File: src/design/csr_pkg.sv
// RV64 machine-mode CSR map; width, addresses and reset values are fixed, no S or U mode
`default_nettype none

package csr_pkg;

  localparam int xlen = 64;

  typedef logic [11:0]     csr_addr_t;
  typedef logic [xlen-1:0] csr_word_t;

  // Machine trap setup
  localparam csr_addr_t addr_mstatus   = 12'h300;
  localparam csr_addr_t addr_misa      = 12'h301;
  localparam csr_addr_t addr_mie       = 12'h304;
  localparam csr_addr_t addr_mtvec     = 12'h305;

  // Machine trap handling
  localparam csr_addr_t addr_mscratch  = 12'h340;
  localparam csr_addr_t addr_mepc      = 12'h341;
  localparam csr_addr_t addr_mcause    = 12'h342;
  localparam csr_addr_t addr_mtval     = 12'h343;
  localparam csr_addr_t addr_mip       = 12'h344;

  localparam csr_addr_t addr_mcycle    = 12'hB00;  // Only counter implemented

  // Read-only machine information, all hardwired to zero
  localparam csr_addr_t addr_mvendorid = 12'hF11;
  localparam csr_addr_t addr_marchid   = 12'hF12;
  localparam csr_addr_t addr_mimpid    = 12'hF13;
  localparam csr_addr_t addr_mhartid   = 12'hF14;

  // Reset values, every other register clears to zero
  localparam csr_word_t rst_mstatus = 64'h1888;  // MPP=3, MPIE and MIE set
  localparam csr_word_t rst_mie     = 64'h888;

  localparam csr_word_t misa_value = 64'h8000_0000_0000_0100;  // MXL=2, I only

  // Decode stage read port, answered in the same cycle
  typedef struct packed {
    logic      en;
    csr_addr_t addr;
  } csr_rd_req_t;

  // Writeback stage write port
  typedef struct packed {
    logic      en;
    csr_addr_t addr;
    csr_word_t data;
  } csr_wr_req_t;

  // Diff view, value each register holds after the coming edge
  typedef struct packed {
    csr_word_t mstatus;
    csr_word_t mepc;
    csr_word_t mtval;
    csr_word_t mtvec;
    csr_word_t mcause;
    csr_word_t mip;
    csr_word_t mie;
    csr_word_t mscratch;
  } csr_view_t;

endpackage

`default_nettype wire

File: src/design/trap_pkg.sv
// Machine-mode trap types; only mie, mpie and mpp of mstatus are touched by trap logic
`default_nettype none

package trap_pkg;

  // Exception codes driven by the pipeline
  localparam csr_pkg::csr_word_t cause_illegal_instr = 64'd2;
  localparam csr_pkg::csr_word_t cause_breakpoint    = 64'd3;
  localparam csr_pkg::csr_word_t cause_ecall_m       = 64'd11;

  localparam logic [1:0] mpp_machine = 2'b11;

  // Field layout of mstatus as seen by the trap logic
  typedef struct packed {
    logic [50:0] rsvd_hi;   // 63:13
    logic [1:0]  mpp;       // 12:11
    logic [2:0]  rsvd_mid;  // 10:8
    logic        mpie;      // 7
    logic [2:0]  rsvd_lo;   // 6:4
    logic        mie;       // 3
    logic [2:0]  rsvd_ls;   // 2:0
  } mstatus_fields_t;

  // Same word, written raw by CSR instructions and by field on a trap
  typedef union packed {
    csr_pkg::csr_word_t raw;
    mstatus_fields_t    f;
  } mstatus_t;

  // Pulses and payload from the pipeline
  typedef struct packed {
    logic               enter;
    logic               exit;
    csr_pkg::csr_word_t pc;
    csr_pkg::csr_word_t cause;
    csr_pkg::csr_word_t tval;
  } trap_req_t;

  // Exception write bus into the CSR file
  typedef struct packed {
    mstatus_t           mstatus;
    csr_pkg::csr_word_t mepc;
    csr_pkg::csr_word_t mcause;
    csr_pkg::csr_word_t mtval;
  } trap_wr_t;

  // Exception read bus, stored values only
  typedef struct packed {
    mstatus_t           mstatus;
    csr_pkg::csr_word_t mtvec;
    csr_pkg::csr_word_t mepc;
  } trap_rd_t;

endpackage

`default_nettype wire

File: src/design/csr_regfile.sv
// Machine CSRs only; mip has no interrupt source, writes to read-only or unknown CSRs are dropped
`default_nettype none

module csr_regfile (
  input  wire                           clk,
  input  wire                           rst,
  input  wire csr_pkg::csr_rd_req_t     csr_rd_req,
  input  wire csr_pkg::csr_wr_req_t     csr_wr_req,
  input  wire trap_pkg::trap_wr_t       trap_wr,
  input  wire                           trap_enter,
  input  wire                           trap_exit,
  output logic [csr_pkg::xlen-1:0]      csr_rd_data,
  output trap_pkg::trap_rd_t            trap_rd,
  output csr_pkg::csr_view_t            csr_view
);

  import csr_pkg::*;
  import trap_pkg::*;

  // Storage image, one field per writable CSR
  typedef struct packed {
    mstatus_t  mstatus;
    csr_word_t mie;
    csr_word_t mtvec;
    csr_word_t mscratch;
    csr_word_t mepc;
    csr_word_t mcause;
    csr_word_t mtval;
    csr_word_t mip;
    csr_word_t mcycle;
  } csr_state_t;

  // Decoded write strobes
  typedef struct packed {
    logic mstatus;
    logic mie;
    logic mtvec;
    logic mscratch;
    logic mepc;
    logic mcause;
    logic mtval;
    logic mip;
    logic mcycle;
  } csr_sel_t;

  csr_state_t state_q;
  csr_state_t state_d;   // Also the bypass source for the view bus
  csr_sel_t   wr_sel;
  csr_word_t  rd_word;
  logic       trap_any;

  assign trap_any = trap_enter | trap_exit;

  // Write address decode
  always_comb begin
    wr_sel = '0;
    if (csr_wr_req.en) begin
      case (csr_wr_req.addr)
        addr_mstatus:  wr_sel.mstatus  = 1'b1;
        addr_mie:      wr_sel.mie      = 1'b1;
        addr_mtvec:    wr_sel.mtvec    = 1'b1;
        addr_mscratch: wr_sel.mscratch = 1'b1;
        addr_mepc:     wr_sel.mepc     = 1'b1;
        addr_mcause:   wr_sel.mcause   = 1'b1;
        addr_mtval:    wr_sel.mtval    = 1'b1;
        addr_mip:      wr_sel.mip      = 1'b1;
        addr_mcycle:   wr_sel.mcycle   = 1'b1;
        default:       wr_sel          = '0;  // misa, ID registers, unmapped
      endcase
    end
  end

  // Next value of every register
  always_comb begin
    state_d        = state_q;
    state_d.mcycle = state_q.mcycle + xlen'(1);  // Free running

    if (wr_sel.mstatus)  state_d.mstatus.raw = csr_wr_req.data;
    if (wr_sel.mie)      state_d.mie         = csr_wr_req.data;
    if (wr_sel.mtvec)    state_d.mtvec       = csr_wr_req.data;
    if (wr_sel.mscratch) state_d.mscratch    = csr_wr_req.data;
    if (wr_sel.mepc)     state_d.mepc        = csr_wr_req.data;
    if (wr_sel.mcause)   state_d.mcause      = csr_wr_req.data;
    if (wr_sel.mtval)    state_d.mtval       = csr_wr_req.data;
    if (wr_sel.mip)      state_d.mip         = csr_wr_req.data;
    if (wr_sel.mcycle)   state_d.mcycle      = csr_wr_req.data;  // Load instead of count

    // Trap updates override a CSR write in the same cycle
    if (trap_any) begin
      state_d.mstatus = trap_wr.mstatus;
    end
    // On a return mepc, mcause and mtval hold their stored values
    if (trap_enter) begin
      state_d.mepc   = trap_wr.mepc;
      state_d.mcause = trap_wr.mcause;
      state_d.mtval  = trap_wr.mtval;
    end else if (trap_exit) begin
      state_d.mepc   = state_q.mepc;
      state_d.mcause = state_q.mcause;
      state_d.mtval  = state_q.mtval;
    end
  end

  always_ff @(posedge clk) begin
    if (rst) begin
      state_q             <= '0;
      state_q.mstatus.raw <= rst_mstatus;
      state_q.mie         <= rst_mie;
    end else begin
      state_q <= state_d;
    end
  end

  // Read mux over stored values
  always_comb begin
    case (csr_rd_req.addr)
      addr_mstatus:   rd_word = state_q.mstatus.raw;
      addr_misa:      rd_word = misa_value;
      addr_mie:       rd_word = state_q.mie;
      addr_mtvec:     rd_word = state_q.mtvec;
      addr_mscratch:  rd_word = state_q.mscratch;
      addr_mepc:      rd_word = state_q.mepc;
      addr_mcause:    rd_word = state_q.mcause;
      addr_mtval:     rd_word = state_q.mtval;
      addr_mip:       rd_word = state_q.mip;
      addr_mcycle:    rd_word = state_q.mcycle;
      // Single hart, no vendor or implementation number
      addr_mvendorid: rd_word = '0;
      addr_marchid:   rd_word = '0;
      addr_mimpid:    rd_word = '0;
      addr_mhartid:   rd_word = '0;
      default:        rd_word = '0;
    endcase
  end

  assign csr_rd_data = (csr_rd_req.en && !rst) ? rd_word : '0;

  // Trap unit sees what is stored, not the bypass
  assign trap_rd.mstatus = state_q.mstatus;
  assign trap_rd.mtvec   = state_q.mtvec;
  assign trap_rd.mepc    = state_q.mepc;

  assign csr_view.mstatus  = state_d.mstatus.raw;
  assign csr_view.mepc     = state_d.mepc;
  assign csr_view.mtval    = state_d.mtval;
  assign csr_view.mtvec    = state_d.mtvec;
  assign csr_view.mcause   = state_d.mcause;
  assign csr_view.mip      = state_d.mip;
  assign csr_view.mie      = state_d.mie;
  assign csr_view.mscratch = state_d.mscratch;

endmodule

`default_nettype wire

File: src/design/csr_subsystem.sv
// Top of the machine CSR block; no back-pressure, every control input is a one-cycle strobe
`default_nettype none

module csr_subsystem (
  input  wire                           clk,
  input  wire                           rst,
  input  wire csr_pkg::csr_rd_req_t     csr_rd_req,
  input  wire csr_pkg::csr_wr_req_t     csr_wr_req,
  input  wire trap_pkg::trap_req_t      trap_req,
  output logic [csr_pkg::xlen-1:0]      csr_rd_data,
  output logic [csr_pkg::xlen-1:0]      trap_pc,
  output logic                          trap_valid,
  output csr_pkg::csr_view_t            csr_view
);

  import trap_pkg::*;

  trap_rd_t trap_rd;     // Stored mstatus, mtvec, mepc
  trap_wr_t trap_wr;     // Exception write bus
  logic     trap_enter;
  logic     trap_exit;   // Already masked by enter

  trap_unit u_trap_unit (
    .trap_req   (trap_req),
    .trap_rd    (trap_rd),
    .trap_wr    (trap_wr),
    .trap_enter (trap_enter),
    .trap_exit  (trap_exit),
    .trap_valid (trap_valid),
    .trap_pc    (trap_pc)
  );

  csr_regfile u_csr_regfile (
    .clk         (clk),
    .rst         (rst),
    .csr_rd_req  (csr_rd_req),
    .csr_wr_req  (csr_wr_req),
    .trap_wr     (trap_wr),
    .trap_enter  (trap_enter),
    .trap_exit   (trap_exit),
    .csr_rd_data (csr_rd_data),
    .trap_rd     (trap_rd),
    .csr_view    (csr_view)
  );

endmodule

`default_nettype wire

File: src/design/trap_unit.sv
// Machine mode and direct mtvec only; enter wins when enter and exit pulse together
`default_nettype none

module trap_unit (
  input  wire trap_pkg::trap_req_t   trap_req,
  input  wire trap_pkg::trap_rd_t    trap_rd,
  output trap_pkg::trap_wr_t         trap_wr,
  output logic                       trap_enter,
  output logic                       trap_exit,
  output logic                       trap_valid,
  output logic [csr_pkg::xlen-1:0]   trap_pc
);

  import csr_pkg::*;
  import trap_pkg::*;

  mstatus_t        status_nxt;
  logic [xlen-1:0] vec_base;

  // Priority between the two pulses
  assign trap_enter = trap_req.enter;
  assign trap_exit  = trap_req.exit & ~trap_req.enter;
  assign trap_valid = trap_req.enter | trap_req.exit;

  // mstatus stack update, other bits pass through untouched
  always_comb begin
    status_nxt = trap_rd.mstatus;
    if (trap_enter) begin
      status_nxt.f.mpie = trap_rd.mstatus.f.mie;  // Save interrupt enable
      status_nxt.f.mie  = 1'b0;
      status_nxt.f.mpp  = mpp_machine;
    end else if (trap_exit) begin
      status_nxt.f.mie  = trap_rd.mstatus.f.mpie;  // Restore
      status_nxt.f.mpie = 1'b1;
      status_nxt.f.mpp  = mpp_machine;            // No lower mode to drop to
    end
  end

  assign trap_wr.mstatus = status_nxt;
  assign trap_wr.mepc    = trap_req.pc;
  assign trap_wr.mcause  = trap_req.cause;
  assign trap_wr.mtval   = trap_req.tval;

  // Direct mode, MODE bits are dropped from the base
  assign vec_base = {trap_rd.mtvec[xlen-1:2], 2'b00};

  // Redirect target
  always_comb begin
    if (trap_enter) begin
      trap_pc = vec_base;
    end else if (trap_exit) begin
      trap_pc = trap_rd.mepc;  // mret
    end else begin
      trap_pc = '0;
    end
  end

endmodule

`default_nettype wire

File: config.mk
export PLATFORM = sky130hd
export DESIGN_NAME = csr_subsystem
export DESIGN_NICKNAME = d
export VERILOG_FILES = /design/src/design/csr_pkg.sv /design/src/design/trap_pkg.sv /design/src/design/csr_regfile.sv /design/src/design/csr_subsystem.sv /design/src/design/trap_unit.sv
export SDC_FILE = /design/constraint.sdc
export NUM_CORES = 2
export LEC_CHECK = 0
export ABC_AREA = 1
export BUFFER_PORTS_ARGS = -buffer_cell sky130_fd_sc_hd__buf_4
export CORE_AREA = 2 2 362 364
export DETAILED_ROUTE_END_ITERATION = 10
export DIE_AREA = 0 0 364 366
export PLACE_DENSITY = 0.55
export SLEW_MARGIN = 20
export SYNTH_ARGS = -nofsm -noshare
export SYNTH_HDL_FRONTEND = slang
export SYNTH_SLANG_ARGS = --single-unit
File: constraint.sdc
create_clock -name clk -period 2.35 [get_ports clk]
set_clock_uncertainty 0.05 [all_clocks]
set_input_delay 0.1175 -clock clk [delete_from_list [all_inputs] [get_ports clk]]
set_output_delay 0.1175 -clock clk [all_outputs]
set_load 0.01 [all_outputs]
# Word level (Yosys, flattened, before mapping)
# Index checks and enable logic that the tools add are counted.
[word_totals]
reg_bits = 576
latch_bits = 0
ram_bits = 0
rom_bits = 0
input_bits = 286
out_inout_bits = 641
wordCells = 67
n_memories = 0
[classes]
n_addsub = 1
multipliers = 0
n_div = 0
order_cmp = 0
eq_ne = 19
n_shift = 0
mux = 32
bitwise = 4
reduce_logical = 2
[op_table]
columns = ["op", "n"]
rows = [
  ["2-to-1 mux 64 bit", 13],
  ["case mux 64 bit (10 select lines)", 1],
  ["2-to-1 mux 192 bit", 2],
  ["equality test 12 x 10 -> 1 bit, second input constant", 17],
  ["adder 64 x 1 -> 64 bit, second input constant", 1],
  ["equality test 12 bit, second input constant", 2],
  ["2-to-1 mux 1 bit", 13],
  ["2-to-1 mux 9 bit", 1],
  ["2-to-1 mux 2 bit", 2],
  ["bitwise OR 1 bit", 2],
  ["AND 1 bit", 1],
  ["logical AND 1 bit", 1],
  ["logical NOT 1 bit", 1],
  ["NOT 1 bit", 1],
]

# Logic depth before layout (Yosys ltp)
[depth]
ltp_word = 6
ltp_mapped = 13

# By module
# Synthesis repeated with hierarchy kept, for this count alone.
[unflattened]
cells_unflattened = 6952
area_unflattened_um2 = 42037.8
[modules_own_cells]
columns = ["mod", "instances", "cells_each", "area_per_inst_um2"]
rows = [
  ["csr_regfile", 1, 6473, 39155.1],
  ["trap_unit", 1, 479, 2882.8],
]

# Worst setup path after synthesis
# No wires, ideal clock.
[synth_path]
path_type = "register to register"
startpoint = "register u_csr_regfile.state_q[0] (netlist bit)"
endpoint = "register u_csr_regfile.state_q[36] (netlist bit)"
setup_ps = 130
t_arrival_ps = 1423
required_time_ps = 2170
path_slack_ps = 746
stages_incl_launch_ff = 9
n_path_buf = 0
period_less_slack_ps = 1604
path_cell_list = "dfxtp_1 ha_1 inv_1 nor2_1 nand2_2 nor2_4 nand2_1 o21ai_0 a31oi_1"
[synth_between]
elab_chain_len = 2
[synth_rtl]
columns = ["item", "line_no", "rtl"]
rows = [
  ["start, declared", "csr_regfile.sv:46", "csr_state_t state_q;"],
  ["start signal, assigned", "csr_regfile.sv:110", "state_q <= state_d;"],
  ["adder 64 x 1 -> 64 bit", "csr_regfile.sv:76", "state_d.mcycle = state_q.mcycle + xlen'(1);"],
  ["2-to-1 mux 64 bit", "csr_regfile.sv:86", "if (wr_sel.mcycle) state_d.mcycle = csr_wr_req.data;"],
]
# No other way between the ends.
# A chain may end at the register's enable or synchronous reset.

# Worst setup path in the final report
[layout_path]
startpoint = "input rst"
endpoint = "output csr_rd_data[61] (netlist bit)"
[layout_between]
elab_chain_len = 3
[layout_rtl]
columns = ["item", "line_no", "rtl"]
rows = [
  ["start, declared", "csr_subsystem.sv:6", "input wire rst,"],
  ["logical NOT 1 bit", "csr_regfile.sv:136", "assign csr_rd_data = (csr_rd_req.en && !rst) ? rd_word : '0;"],
  ["logical AND 1 bit", "csr_regfile.sv:136", ""],
  ["2-to-1 mux 64 bit", "csr_regfile.sv:136", ""],
  ["end, declared", "csr_subsystem.sv:10", "output logic [csr_pkg::xlen-1:0] csr_rd_data,"],
]
# No other way between the ends.

==> flow_metrics.tcl <==
set metrics [dict create \
    outcome "complete, but fails checks" \
    violations "negative setup slack" \
    arrival_ps 2200 \
    finalPower_mw 26.46 \
    ys_seq_elements 576 \
    place_area_um2 44410 \
    die-area_um2 133200 \
    viasPerCell 5.105 \
    clk_path_buf_depth 3 \
    drive_gt1_share_pct 20.45 \
    critPathKind "in -> out" \
    finalCriticalPeriod_ps 2368 \
    cts_tree "built" \
    ys_top_cells_by_count "2132 x nand2_1, 609 x nand3_1, 579 x a21oi_1" \
    period_share_pct 100.8 \
    syn_inst 6121 \
    grt.overflow.total 0 \
    io_pins 927 \
    rr_startpoint "u_csr_regfile.state_q[0]$_SDFF_PP0_" \
    clk_pin_slew_ps 60 \
    yosysSeqAreaShare_pct 31.17 \
    final-hold-violation-count 0 \
    synth_ff_type "dfxtp_1" \
    critical_path_required_ps 2180 \
    io_buffers 926 \
    p_per_area_nw_per_um2 511.7 \
    dp_hpwl_mm 169.5 \
    grt_pass1_vias 43270 \
    setup_viol 2 \
    drv_cap 0 \
    syn_area_per_cell_um2 6.044 \
    ys_warn_count 0 \
    numCtsBuffers 76 \
    hold_class "in -> reg" \
    start_util_pct 28.68 \
    cp_max_fo 28 \
    grt_max_degree 169 \
    fin_setup_tns_ps -29.90 \
    crit_start "rst" \
    h-tree-depth 3 \
    netlist_area_um2 37000 \
    synth_top_area_share_pct 31.17 \
    cts_num_sinks 576 \
    die_h_um 366 \
    antenna_left 0 \
    synth_nets 6408 \
    post-route-drc-count 0 \
    layout_setup_ws_ps -18.43 \
    drt_iter0_drc 4884 \
    yosys-top-cells-area "dfxtp_1 31%, nand2_1 22%, buf_4 11%" \
    syn2layout_area_growth_pct 39.76 \
    drv_slew 0 \
    fmax_ghz 0.4222 \
    rsz0062_at_grt "true" \
    cp-end-kind "output pin" \
    synth_top_area_cell "dfxtp_1" \
    max_slew_margin_pct 36.33 \
    async_flop_share_pct 0 \
    via_count 45190 \
    clockRootBuffer "clkbuf_16" \
    yosysUniqueCellTypes 34 \
    fin_cells 8851 \
    cp-start-kind "primary input" \
    ir_worst_vdd_mv 0.4765 \
    grt_pass1_wl_mm 313.6 \
    power_leakage_nw 25.96 \
    rows 132 \
    synth.most_common_cell "nand2_1" \
    dp_cells 8258 \
    tightest_slew_ps 955.0 \
    synth_edf_count 0 \
    worstSkewPairLatency_ps 680 \
    wire_per_inst_um 25.53 \
    die_w_um 364 \
    n_fill_cell 13840 \
    nNetsFinal 7332 \
    firstDrtPassIters 6 \
    core_area_um2 129000 \
    grt_use_total_pct 32.59 \
    gp_congestion 0.9816 \
    final_cell_area_um2 51710 \
    routed_wl_mm 226.0 \
    hp-start "trap_req[193]" \
    antenna_found_initial 20 \
]
-- report_power, final --
group / internal [mW] / total (mW) / switching, mW / leakage [nW]
clock: 7.68 / 12.9 / 5.24 / 1.31
sequential: 9.95 / 10.1 / 0.149 / 4.68
combinational: 1.51 / 3.43 / 1.92 / 20.0
total: 19.1 / 26.5 / 7.31 / 26.0
-- placed cells by master, fill, tap and decap left out, drive strengths merged --
cell / instances
a211oi: 8
a21oi: 579
a31o: 1
a31oi: 4
and3: 1
buf: 1254
bufinv: 11
clkbuf: 99
clkinv: 21
clkinvlp: 8
dfxtp: 576
diode: 5
dlygate4sd3: 450
ha: 1
inv: 528
nand2: 2142
nand3: 610
nand3b: 2
nand4: 24
nor2: 476
nor3: 6
o211ai: 57
o21ai: 175
o21bai: 9
o22ai: 32
or2: 3
xnor2: 8
xor2: 19
-- layout make-up --
cell class	instances	area [µm²]	area share (%)
repair buffers	1704	15070	29.14
inverters	530	2007	3.881
diodes	5	12.51	0.02420
well taps	1742	2180	4.215
flip-flops and latches	576	11530	22.30
multi-input cells	4157	18200	35.20
clock buffers	99	2140	4.138
clock inverters	38	566.8	1.096
-- sequential cells by signal (all words and copies together), names as in the netlist --
register and cells:
u_csr_regfile.trap_rd 192, u_csr_regfile.state_q 384
-- routing by layer --
layer  track usage [%]  vias up  wire [µm]
met3             7.391      573      21770
met1             41.58    21450      91070
met5                 0        -         89
met2             50.73     2397      98950
met4             17.56       14      14100
li1                  -    20750          -
-- through the flow --
| step | utilization, % | hold WS, ps | setup WS (ps) |
|---|---|---|---|
| after global placement | 34.43 | 359.1 | -150.5 |
| after detailed placement | 34.43 | 362.6 | -128.6 |
| after floorplan | - | 193.6 | 746.2 |
| after global routing | 40.08 | 98.33 | -51.21 |
| final | 40.09 | 90.76 | -18.43 |
| after CTS | 40.04 | 18.33 | 0.003997 |
-- cells by family (layout without fill, tap and decap cells) --
logic type / after synthesis / after routing / share of synthesized area [%]
AO/OA/AOI/OAI: 865 / 865 / 12.33
XOR/XNOR: 27 / 27 / 0.6392
adder cells (fa/ha/maj): 1 / 1 / 0.03381
buffers and inverters: 1388 / 2371 / 20.13
flip-flops: 576 / 576 / 31.17
other: 0 / 5 / 0
AND/OR/NAND/NOR: 3264 / 3264 / 35.70
-- worst max-delay path: stages --
cell and delay (ps):
dlygate4sd3_1 570, buf_8 190, nor2_1 320, nand2_4 240, buf_12 230, nor2_1 280, buf_4 180
-- worst paths after layout --
kind         slack [ps]                               endpoint  cells past startpoint
max                 -20                        csr_rd_data[61]                      7
min                  90  u_csr_regfile.trap_rd[135]$_SDFF_PP1_                      8
max reg2reg         140   u_csr_regfile.state_q[33]$_SDFF_PP0_                      9
min reg2reg         440  u_csr_regfile.trap_rd[133]$_SDFF_PP0_                      2
-- repair_timing --
action	CTS	global route
buffers inserted	1	0
endpoints found under the hold margin	571	0
gates resized for setup	3	13
pin swaps	2	2
setup endpoints to repair	25	71
hold buffers	450	0
Power figures use the tool's default switching activity.
